File: src/hw/heep_io_pkg.sv
// ----------------------------------------------------------
// Shared types and constants for the I/O wrapper
// ----------------------------------------------------------

package heep_io_pkg;

  // Bus fields
  typedef logic [31:0] obi_addr_t;
  typedef logic [31:0] obi_data_t;
  typedef logic [3:0]  obi_be_t;

  // Pad-control register port
  typedef logic [7:0]  reg_addr_t;
  typedef logic [31:0] reg_data_t;

  // Byte address to word index
  localparam int unsigned REG_IDX_LSB = 2;
  localparam int unsigned REG_IDX_W   = $bits(reg_addr_t) - REG_IDX_LSB;

  // Select bit position in register data
  localparam int unsigned REG_SEL_BIT = 0;

  // Alternate-function select encoding
  localparam logic PAD_SEL_PERIPH = 1'b0;
  localparam logic PAD_SEL_GPIO   = 1'b1;

endpackage

File: src/hw/rst_sync.sv
// ----------------------------------------------------------
// Reset synchronizer, clears at once and releases after
// a chain of flops fills with ones
// ----------------------------------------------------------

`timescale 1ns/1ps

module rst_sync #(
  parameter int unsigned RST_SYNC_STAGES = 2
) (
  input  logic clk_i,
  input  logic rst_n_i,
  output logic rst_sync_n_o
);

  logic [RST_SYNC_STAGES-1:0] sync_q;

  always_ff @(posedge clk_i) begin
    if (!rst_n_i) begin
      sync_q <= '0;
    end else begin
      sync_q <= (sync_q << 1) | RST_SYNC_STAGES'(1);
    end
  end

  assign rst_sync_n_o = sync_q[RST_SYNC_STAGES-1];

endmodule

File: src/hw/pad_ctrl_regs.sv
// ----------------------------------------------------------
// Pad control registers, one alternate-function select
// per shared pad behind a word-indexed register port
// ----------------------------------------------------------

`timescale 1ns/1ps

module pad_ctrl_regs
  import heep_io_pkg::*;
#(
  parameter int unsigned NUM_MUX_PADS = 14
) (
  input  logic                    clk_i,
  input  logic                    rst_n_i,
  input  logic                    reg_valid_i,
  input  logic                    reg_write_i,
  input  reg_addr_t               reg_addr_i,
  input  reg_data_t               reg_wdata_i,
  output reg_data_t               reg_rdata_o,
  output logic                    reg_error_o,
  output logic [NUM_MUX_PADS-1:0] pad_sel_o
);

  logic [REG_IDX_W-1:0]    reg_idx;
  logic [NUM_MUX_PADS-1:0] idx_hit;
  logic                    idx_ok;
  logic [NUM_MUX_PADS-1:0] sel_q;

  // Word index, low address bits ignored
  assign reg_idx = reg_addr_i[$bits(reg_addr_t)-1:REG_IDX_LSB];

  for (genvar i = 0; i < NUM_MUX_PADS; i++) begin : g_hit
    assign idx_hit[i] = (reg_idx == REG_IDX_W'(i));
  end

  assign idx_ok      = |idx_hit;
  assign reg_error_o = reg_valid_i && !idx_ok;

  always_ff @(posedge clk_i) begin
    if (!rst_n_i) begin
      sel_q <= {NUM_MUX_PADS{PAD_SEL_PERIPH}};
    end else begin
      for (int i = 0; i < NUM_MUX_PADS; i++) begin
        if (reg_valid_i && reg_write_i && idx_hit[i]) begin
          sel_q[i] <= reg_wdata_i[REG_SEL_BIT];
        end
      end
    end
  end

  // Out-of-range reads fall through as zero
  always_comb begin
    reg_rdata_o = '0;
    for (int i = 0; i < NUM_MUX_PADS; i++) begin
      if (reg_valid_i && idx_hit[i]) begin
        reg_rdata_o[REG_SEL_BIT] = sel_q[i];
      end
    end
  end

  assign pad_sel_o = sel_q;

endmodule

File: src/hw/pad_mux.sv
// ----------------------------------------------------------
// Shared pad multiplexer between peripheral and spare GPIO
// ----------------------------------------------------------

`timescale 1ns/1ps

module pad_mux
  import heep_io_pkg::*;
#(
  parameter int unsigned NUM_MUX_PADS = 14
) (
  input  logic [NUM_MUX_PADS-1:0] pad_sel_i,
  input  logic [NUM_MUX_PADS-1:0] periph_out_i,
  input  logic [NUM_MUX_PADS-1:0] periph_oe_i,
  input  logic [NUM_MUX_PADS-1:0] gpio_out_i,
  input  logic [NUM_MUX_PADS-1:0] gpio_oe_i,
  input  logic [NUM_MUX_PADS-1:0] pad_in_i,
  output logic [NUM_MUX_PADS-1:0] pad_out_o,
  output logic [NUM_MUX_PADS-1:0] pad_oe_o,
  output logic [NUM_MUX_PADS-1:0] periph_in_o,
  output logic [NUM_MUX_PADS-1:0] gpio_in_o
);

  for (genvar i = 0; i < NUM_MUX_PADS; i++) begin : g_pad
    logic to_gpio;

    assign to_gpio = (pad_sel_i[i] == PAD_SEL_GPIO);

    // Owner drives the pad
    assign pad_out_o[i] = to_gpio ? gpio_out_i[i] : periph_out_i[i];
    assign pad_oe_o[i]  = to_gpio ? gpio_oe_i[i]  : periph_oe_i[i];

    // Input seen only by the owner, the other side reads 0
    assign periph_in_o[i] = (pad_sel_i[i] == PAD_SEL_PERIPH) ? pad_in_i[i] : 1'b0;
    assign gpio_in_o[i]   = to_gpio ? pad_in_i[i] : 1'b0;
  end

endmodule

File: src/hw/obi_xbar_n_to_one.sv
// ----------------------------------------------------------
// N-to-1 variable-latency OBI crossbar with round-robin
// arbitration and an in-order response queue
// ----------------------------------------------------------

`timescale 1ns/1ps

module obi_xbar_n_to_one
  import heep_io_pkg::*;
#(
  parameter int unsigned XBAR_NMASTER    = 5,
  parameter int unsigned MAX_OUTSTANDING = 4
) (
  input  logic                         clk_i,
  input  logic                         rst_n_i,
  input  logic      [XBAR_NMASTER-1:0] mst_req_i,
  input  logic      [XBAR_NMASTER-1:0] mst_we_i,
  input  obi_addr_t [XBAR_NMASTER-1:0] mst_addr_i,
  input  obi_be_t   [XBAR_NMASTER-1:0] mst_be_i,
  input  obi_data_t [XBAR_NMASTER-1:0] mst_wdata_i,
  output logic      [XBAR_NMASTER-1:0] mst_gnt_o,
  output logic      [XBAR_NMASTER-1:0] mst_rvalid_o,
  output obi_data_t [XBAR_NMASTER-1:0] mst_rdata_o,
  output logic                         slv_req_o,
  output logic                         slv_we_o,
  output obi_addr_t                    slv_addr_o,
  output obi_be_t                      slv_be_o,
  output obi_data_t                    slv_wdata_o,
  input  logic                         slv_gnt_i,
  input  logic                         slv_rvalid_i,
  input  obi_data_t                    slv_rdata_i
);

  localparam int unsigned IDX_W = (XBAR_NMASTER > 1) ? $clog2(XBAR_NMASTER) : 1;
  localparam int unsigned PTR_W = (MAX_OUTSTANDING > 1) ? $clog2(MAX_OUTSTANDING) : 1;
  localparam int unsigned CNT_W = $clog2(MAX_OUTSTANDING + 1);

  logic [IDX_W-1:0] rr_ptr_q;
  logic [IDX_W-1:0] sel_idx;
  logic             sel_found;
  logic             slot_free;
  logic             accept;

  // Response-order queue of master indices
  logic [IDX_W-1:0] queue_q [MAX_OUTSTANDING];
  logic [PTR_W-1:0] wr_ptr_q;
  logic [PTR_W-1:0] rd_ptr_q;
  logic [CNT_W-1:0] cnt_q;
  logic             queue_empty;
  logic [IDX_W-1:0] head_idx;
  logic             resp_valid;

  // First requester at or after the priority pointer
  always_comb begin
    int unsigned cand;
    sel_found = 1'b0;
    sel_idx   = '0;
    for (int unsigned i = 0; i < XBAR_NMASTER; i++) begin
      cand = (int'(rr_ptr_q) + i) % XBAR_NMASTER;
      if (!sel_found && mst_req_i[cand]) begin
        sel_found = 1'b1;
        sel_idx   = IDX_W'(cand);
      end
    end
  end

  assign queue_empty = (cnt_q == '0);
  assign head_idx    = queue_q[rd_ptr_q];
  assign resp_valid  = slv_rvalid_i && !queue_empty;

  // A response this cycle frees its slot right away
  assign slot_free = (cnt_q < CNT_W'(MAX_OUTSTANDING)) || resp_valid;

  assign slv_req_o   = rst_n_i && sel_found && slot_free;
  assign slv_we_o    = mst_we_i[sel_idx];
  assign slv_addr_o  = mst_addr_i[sel_idx];
  assign slv_be_o    = mst_be_i[sel_idx];
  assign slv_wdata_o = mst_wdata_i[sel_idx];
  assign accept      = slv_req_o && slv_gnt_i;

  always_comb begin
    mst_gnt_o          = '0;
    mst_gnt_o[sel_idx] = accept;
  end

  always_comb begin
    mst_rvalid_o           = '0;
    mst_rvalid_o[head_idx] = resp_valid;
  end

  // Read data goes to all, rvalid marks the owner
  assign mst_rdata_o = {XBAR_NMASTER{slv_rdata_i}};

  always_ff @(posedge clk_i) begin
    if (!rst_n_i) begin
      rr_ptr_q <= '0;
      wr_ptr_q <= '0;
      rd_ptr_q <= '0;
      cnt_q    <= '0;
    end else begin
      if (accept) begin
        rr_ptr_q <= (sel_idx == IDX_W'(XBAR_NMASTER - 1)) ? '0 : sel_idx + 1'b1;
        wr_ptr_q <= (wr_ptr_q == PTR_W'(MAX_OUTSTANDING - 1)) ? '0 : wr_ptr_q + 1'b1;
      end
      if (resp_valid) begin
        rd_ptr_q <= (rd_ptr_q == PTR_W'(MAX_OUTSTANDING - 1)) ? '0 : rd_ptr_q + 1'b1;
      end
      case ({accept, resp_valid})
        2'b10:   cnt_q <= cnt_q + 1'b1;
        2'b01:   cnt_q <= cnt_q - 1'b1;
        default: cnt_q <= cnt_q;
      endcase
    end
  end

  always_ff @(posedge clk_i) begin
    if (accept) begin
      queue_q[wr_ptr_q] <= sel_idx;
    end
  end

endmodule

File: src/hw/heep_io_top.sv
// ----------------------------------------------------------
// I/O wrapper top: reset sync, pad control, pad mux and
// the external-domain bus crossbar
// ----------------------------------------------------------

`timescale 1ns/1ps

module heep_io_top
  import heep_io_pkg::*;
#(
  parameter int unsigned NUM_MUX_PADS    = 14,
  parameter int unsigned XBAR_NMASTER    = 5,
  parameter int unsigned MAX_OUTSTANDING = 4,
  parameter int unsigned RST_SYNC_STAGES = 2
) (
  input  logic                         clk_i,
  input  logic                         rst_n_i,
  // Register port
  input  logic                         reg_valid_i,
  input  logic                         reg_write_i,
  input  reg_addr_t                    reg_addr_i,
  input  reg_data_t                    reg_wdata_i,
  output reg_data_t                    reg_rdata_o,
  output logic                         reg_error_o,
  // Shared pads
  input  logic      [NUM_MUX_PADS-1:0] periph_out_i,
  input  logic      [NUM_MUX_PADS-1:0] periph_oe_i,
  input  logic      [NUM_MUX_PADS-1:0] gpio_out_i,
  input  logic      [NUM_MUX_PADS-1:0] gpio_oe_i,
  input  logic      [NUM_MUX_PADS-1:0] pad_in_i,
  output logic      [NUM_MUX_PADS-1:0] pad_out_o,
  output logic      [NUM_MUX_PADS-1:0] pad_oe_o,
  output logic      [NUM_MUX_PADS-1:0] periph_in_o,
  output logic      [NUM_MUX_PADS-1:0] gpio_in_o,
  // Bus masters
  input  logic      [XBAR_NMASTER-1:0] mst_req_i,
  input  logic      [XBAR_NMASTER-1:0] mst_we_i,
  input  obi_addr_t [XBAR_NMASTER-1:0] mst_addr_i,
  input  obi_be_t   [XBAR_NMASTER-1:0] mst_be_i,
  input  obi_data_t [XBAR_NMASTER-1:0] mst_wdata_i,
  output logic      [XBAR_NMASTER-1:0] mst_gnt_o,
  output logic      [XBAR_NMASTER-1:0] mst_rvalid_o,
  output obi_data_t [XBAR_NMASTER-1:0] mst_rdata_o,
  // Bus slave
  output logic                         slv_req_o,
  output logic                         slv_we_o,
  output obi_addr_t                    slv_addr_o,
  output obi_be_t                      slv_be_o,
  output obi_data_t                    slv_wdata_o,
  input  logic                         slv_gnt_i,
  input  logic                         slv_rvalid_i,
  input  obi_data_t                    slv_rdata_i
);

  logic                    rst_sync_n;
  logic [NUM_MUX_PADS-1:0] pad_sel;

  rst_sync #(
    .RST_SYNC_STAGES(RST_SYNC_STAGES)
  ) u_rst_sync (
    .clk_i       (clk_i),
    .rst_n_i     (rst_n_i),
    .rst_sync_n_o(rst_sync_n)
  );

  pad_ctrl_regs #(
    .NUM_MUX_PADS(NUM_MUX_PADS)
  ) u_pad_ctrl_regs (
    .clk_i      (clk_i),
    .rst_n_i    (rst_sync_n),
    .reg_valid_i(reg_valid_i),
    .reg_write_i(reg_write_i),
    .reg_addr_i (reg_addr_i),
    .reg_wdata_i(reg_wdata_i),
    .reg_rdata_o(reg_rdata_o),
    .reg_error_o(reg_error_o),
    .pad_sel_o  (pad_sel)
  );

  pad_mux #(
    .NUM_MUX_PADS(NUM_MUX_PADS)
  ) u_pad_mux (
    .pad_sel_i   (pad_sel),
    .periph_out_i(periph_out_i),
    .periph_oe_i (periph_oe_i),
    .gpio_out_i  (gpio_out_i),
    .gpio_oe_i   (gpio_oe_i),
    .pad_in_i    (pad_in_i),
    .pad_out_o   (pad_out_o),
    .pad_oe_o    (pad_oe_o),
    .periph_in_o (periph_in_o),
    .gpio_in_o   (gpio_in_o)
  );

  // Master 0 core data, 1 debug, 2 to 4 DMA ports
  obi_xbar_n_to_one #(
    .XBAR_NMASTER   (XBAR_NMASTER),
    .MAX_OUTSTANDING(MAX_OUTSTANDING)
  ) u_xbar (
    .clk_i       (clk_i),
    .rst_n_i     (rst_sync_n),
    .mst_req_i   (mst_req_i),
    .mst_we_i    (mst_we_i),
    .mst_addr_i  (mst_addr_i),
    .mst_be_i    (mst_be_i),
    .mst_wdata_i (mst_wdata_i),
    .mst_gnt_o   (mst_gnt_o),
    .mst_rvalid_o(mst_rvalid_o),
    .mst_rdata_o (mst_rdata_o),
    .slv_req_o   (slv_req_o),
    .slv_we_o    (slv_we_o),
    .slv_addr_o  (slv_addr_o),
    .slv_be_o    (slv_be_o),
    .slv_wdata_o (slv_wdata_o),
    .slv_gnt_i   (slv_gnt_i),
    .slv_rvalid_i(slv_rvalid_i),
    .slv_rdata_i (slv_rdata_i)
  );

endmodule

File: config.mk
export PLATFORM = sky130hd
export DESIGN_NAME = heep_io_top
export DESIGN_NICKNAME = d
export VERILOG_FILES = /design/src/hw/heep_io_pkg.sv /design/src/hw/rst_sync.sv /design/src/hw/pad_ctrl_regs.sv /design/src/hw/pad_mux.sv /design/src/hw/obi_xbar_n_to_one.sv /design/src/hw/heep_io_top.sv
export SDC_FILE = /design/constraint.sdc
export NUM_CORES = 1
export LEC_CHECK = 0
export BUFFER_PORTS_ARGS = -buffer_cell sky130_fd_sc_hd__buf_2
export CORE_AREA = 3 3 324 326
export CTS_CLUSTER_SIZE = 40
export DETAILED_ROUTE_END_ITERATION = 6
export DIE_AREA = 0 0 327 329
export SETUP_SLACK_MARGIN = 0.3
export SYNTH_ARGS = -nofsm -noshare
export SYNTH_HDL_FRONTEND = slang
export SYNTH_SLANG_ARGS = --single-unit
File: constraint.sdc
create_clock -name clk_i -period 12 [get_ports clk_i]
set_input_delay 1.2 -clock clk_i [delete_from_list [all_inputs] [get_ports clk_i]]
set_output_delay 1.2 -clock clk_i [all_outputs]
set_load 0.02 [all_outputs]
Yosys cells after proc, flatten, opt, wreduce, memory -nomap -nowiden:

Memory sizes are Yosys's and may differ from the RTL's. A register that Yosys moved wholly into a read port is not among the register bits.
Cells that the tools add are included.

* register bits: 26
* RAM bits: 12
* input port bits: 498
* memories kept: 1

* add/subtract/negate cells: 9
* divide/modulo/power cells: 5
* order comparisons: 10
* equal/unequal tests: 18
* muxes and demuxes: 111
* bitwise logic cells: 2
* reduce and logical (&&, ||, !) cells: 51

Memory list
* u_xbar.queue_q: words 4, width 3, read ports 1, clocked after memory_dff 1, wr ports 1, line obi_xbar_n_to_one.sv:45 `logic [IDX_W-1:0] queue_q [MAX_OUTSTANDING];`

Operators by type and width (count)
* $bmux 32 s3: 2
* $lt 32x4->1 const B: 5
* $mod 32x3->32 const B: 4
* $mux 1: 86
* $mux 32: 2
* $logic_and 1x1->1: 40
* $eq 6x4->1 const B: 6
* $mod 3x3->32 const B: 1
* $eq 6x3->1 const B: 4
* $bmux 1 s3: 6
* $mux 3: 6
* $reduce_or 14->1: 1
* $bmux 4 s3: 1
* $eq 6x2->1 const B: 2
* $and 5x5->5: 2
* $add 3x2->4 const B: 2
* $lt 3x4->1 const B: 2
* $mux 2: 4
* $add 3x1->3 const B: 2
* $demux 1 s3: 2
* $eq 2x2->1 const B: 3
* $eq 6x1->1 const B: 1
* $ge 3x1->1 const B: 2
* $logic_not 1->1: 6
* 13 further kinds: 14

Depth between registers and ports, before layout:

* depth after elaboration: 21
* mapped depth: 27
* gate-level depth less buffers: 22

By module:

Synthesis repeated with hierarchy kept, for this count alone.

* cell total of the unflattened synthesis: 1309
* area total of the unflattened synthesis: 9450.3 µm²

Modules (own cells, without submodules)
* obi_xbar_n_to_one: instances 1, cells each 1108, area each 7732.4 µm²
* pad_ctrl_regs: instances 1, cells each 142, area each 1121.1 µm²
* pad_mux: instances 1, cells each 56, area each 550.5 µm²
* rst_sync: instances 1, cells each 3, area each 46.3 µm²

Worst setup path before layout:

No wires, ideal clock.

* kind: register to output
* start: register u_xbar.rr_ptr_q[0]
* end: output port mst_gnt_o[2]
* data arrival time: 5.233 ns
* required time: 10.800 ns
* setup slack: 5.567 ns
* stages on the path, launching flop included: 21
* path buffers: 4
* path through: dfxtp_1 > buf_2 > clkinv_1 > ha_1 > clkbuf_1 > inv_1 > ha_1 > or2_1 > o211a_1 > or2_2 > ha_1 > nand2b_1 > o2111ai_1 > and3_1 > buf_2 > mux2i_1 > a22oi_2 > a31oi_1 > nand2_1 > clkbuf_1 > nor3_1

* elaborated cells between the ends (all ways): 46

RTL lines
* start: declaration: line obi_xbar_n_to_one.sv:38 `logic [IDX_W-1:0] rr_ptr_q;`
* start signal: assignment: line obi_xbar_n_to_one.sv:102 `rr_ptr_q <= (sel_idx == IDX_W'(XBAR_NMASTER - 1)) ? '0 : sel_idx + 1'b1;`
* parallel branches: the longest is 15 deep, another holds $mod 32x3->32
* $mux 1 *: line obi_xbar_n_to_one.sv:60 `if (!sel_found && mst_req_i[cand]) begin`
* $logic_and 1x1->1 * (2 in a row): line obi_xbar_n_to_one.sv:74 `assign slv_req_o = rst_n_i && sel_found && slot_free;`
* via slv_req_o: line heep_io_top.sv:45 `output logic slv_req_o,`
* $logic_and 1x1->1 *: line obi_xbar_n_to_one.sv:79 `assign accept = slv_req_o && slv_gnt_i;`
* $and 5x5->5 (no source line) *
* end: declaration: line heep_io_top.sv:41 `output logic [XBAR_NMASTER-1:0] mst_gnt_o,`

Mark *: on every way through the listed nets, which the timed path passes. The select of a mux whose other input is x is not followed.

Worst setup path after layout:

* start: register u_xbar.rr_ptr_q[0]
* end: output port slv_wdata_o[31]

* longest elaborated chain between the ends: 18
* elaborated cells between the ends (all ways): 38

RTL lines
* parallel branches: the longest is 15 deep, another holds $mod 32x3->32
* $mux 3 *: line obi_xbar_n_to_one.sv:60
* $bmux 32 s3 *: line obi_xbar_n_to_one.sv:78 `assign slv_wdata_o = mst_wdata_i[sel_idx];`
* $mux 32 (not written as such) *: line obi_xbar_n_to_one.sv:78
* end: declaration: line heep_io_top.sv:49 `output obi_data_t slv_wdata_o,`

Mark *: on every way between the ends. The select of a mux whose other input is x is not followed.

==> qor.csv <==
metric,value,unit
crit_type,reg2out,
cts_tree,yes,
post-cts-setup-buffers,0,
first_pass_iters,5,
fin_crit,8640,ps
h-tree-depth,2,
p_leak,4.70,nW
drive_gt1_share,46.3,%
routed_wl,59.2,mm
synth_seq_cells,40,
detail_route.wl_per_cell,20.9,µm
ys_seq_area_share,10.7,%
numCtsBuffers,5,
dieArea,108000,µm²
drtIter0Drc,843,
grt_overflow,0,
fin_tns_setup,0,ps
cts_resized,0,
async_reset_ff_share,0,%
clock-sinks,40,
antenna_found_initial,49,
synth_area,8630,µm²
syn_area_per_cell,7.75,µm²
clockBufferDepth,2,
final_hold_viol_count,0,
critPathMaxFanout,50,
ctsHoldBuffers,0,
gp_congestion,0.906,
finalPower,0.00124,W
num_vias,10500,
final_common_cell,buf_2,
yosysWarnings,0,
synth_top_cell_area_share,17.0,%
io_buffers,570,
ys_types,84,
initial_core_util,8.46,%
worst_pin_slew,928,ps
slew_viol_final,0,
ir_drop,0.0000611,V
grt_pass1_wl,76.8,mm
critical_path_arrival,7440,ps
cts.clk_slew.worst_paths,60,ps
drc_errors,0,
rows,117,
finalSetupViolations,0,
timing.hold.ws,428,ps
status,completed,
required,10800,ps
viasPerCell,3.70,
maxCapViolations,0,
hpwl,49.8,mm
ys.flop_type,dfxtp_1,
worstHoldPathType,reg2reg,
grt_pass1_vias,9706,
ios,827,
fin_crit_sh,72.0,%
dieWidth,327,µm
antenna_left,0,
clock_latency,280,ps
slew_headroom,37.9,%
cts-root-buf,clkbuf_16,
fin_skew,4.51,ps
synth_top_cell_by_area,buf_4,
syn_to_final_growth,37.3,%
fin_nets,1973,
synth-edff-count,12,
rsz0062_at_grt,false,
grt_max_degree,143,
synthTopCellsByArea,"buf_4 (17%), a311o_1 (8.1%), a32o_1 (8.0%)",
cp-start-kind,flip-flop,
die_y,329,µm
clock.fmax,116,MHz
cp-end-kind,output port,
coreArea,102000,µm²
layout_common_cells,"buf_2 (570), nand3_1 (87), o21ai_0 (86), a211oi_1 (71), a311o_1 (70)",
syn-instance-count,1113,
p_per_area,104,nW/µm²
grt_usage,10.1,%
==> worst paths after layout <==
path / startpoint / end / slack, ps / cells after the start
hold reg to reg: u_rst_sync.sync_q[0] / u_rst_sync.sync_q[1] / 430 / 1
setup reg to reg: u_xbar.rr_ptr_q[0] / u_xbar.rr_ptr_q[2] / 5030 / 23
hold / removal: u_rst_sync.sync_q[0] / u_rst_sync.sync_q[1] / 430 / 1
setup / recovery: u_xbar.rr_ptr_q[0] / slv_wdata_o[31] / 3360 / 23
==> synth_stat cells (all sizes together), types with 21 or more instances <==
cell type  count
dfxtp         28
and2          23
mux2          36
nor2b         31
nor2          31
mux2i         21
a311o         70
ha            28
a32o          69
buf          222
inv           29
nand2         42
a211oi        73
clkbuf        72
nand3         87
o21ai         92
==> power breakdown <==
group / switching, W / total [W] / internal [W]
Combinational: 0.000628 / 0.000938 / 0.000311
Clock: 0.0000543 / 0.000153 / 0.0000987
Sequential: 0.00000252 / 0.000145 / 0.000142
Total: 0.000684 / 0.00124 / 0.000552
==> stage by stage <==
| step | util, % | instances | setup WS, ps | cell area (µm²) |
|---|---|---|---|---|
| after detailed placement | 11.4 | 2806 | 3400 | 11600 |
| after floorplan | - | 1143 | 5570 | 8740 |
| after global placement | 11.4 | 2806 | 3530 | 11600 |
| final | 11.6 | 2832 | 3360 | 11800 |
| after CTS | 11.6 | 2814 | 3080 | 11800 |
| after global routing | 11.6 | 2828 | 2630 | 11800 |
==> per-layer routing <==
metal | GRT usage, % | vias to the layer above | wire length (µm) | part of all wire, %
met5 | 0 | - | 209 | 0.35
met4 | 4.60 | 28 | 2640 | 4.5
met3 | 4.12 | 136 | 6780 | 11
met2 | 16.9 | 741 | 27500 | 46
met1 | 11.3 | 4845 | 22000 | 37
li1 | - | 4716 | - | -
==> area by class of cell <==
class,instances,area [µm²]
clock buffer,5,125
fill,11900,90200
sequential,40,921
multi-input combinational,779,5860
tap,1368,1710
antenna,18,45.0
clock inverter,3,46.3
timing repair buffer,589,3020
inverter,30,115
==> state kept, by name (all words and copies together), names as in the netlist, named ones only <==
signal and cells:
u_pad_ctrl_regs.pad_sel_o 14, u_xbar.queue_q 12, u_xbar.cnt_q 3, u_xbar.rr_ptr_q 3, u_rst_sync.sync_q 2, u_xbar.rd_ptr_q 2
u_xbar.wr_ptr_q 2
==> worst max-delay path, stage by stage, from the launching register on <==
cell and delay (ps):
dfxtp_1 310, buf_4 370, clkinv_1 450, ha_1 450, xnor2_2 330, inv_2 110
ha_1 230, or2_1 250, o211a_1 240, or2_2 310, ha_1 270, nand2b_1 120
o2111ai_1 140, and3_1 270, a31o_2 240, a22oi_2 340, a21boi_1 380, o21a_4 470
nor2_4 90, inv_4 580, buf_4 420, a32o_1 270, a311o_1 150, buf_2 240
==> kinds of logic (layout without fill, tap and decap cells) <==
family / Yosys count / in the layout / synth area share (%)
simple gates: 264 / 264 / 16.2
other cells: 1 / 49 / 0.0435
buf+inv: 324 / 627 / 23.2
mux: 65 / 65 / 9.41
compound gates: 382 / 382 / 34.9
xor+xnor: 7 / 7 / 1.02
flops: 40 / 40 / 10.7
fa+ha+maj: 30 / 30 / 4.53
Power figures use the tool's default switching activity.
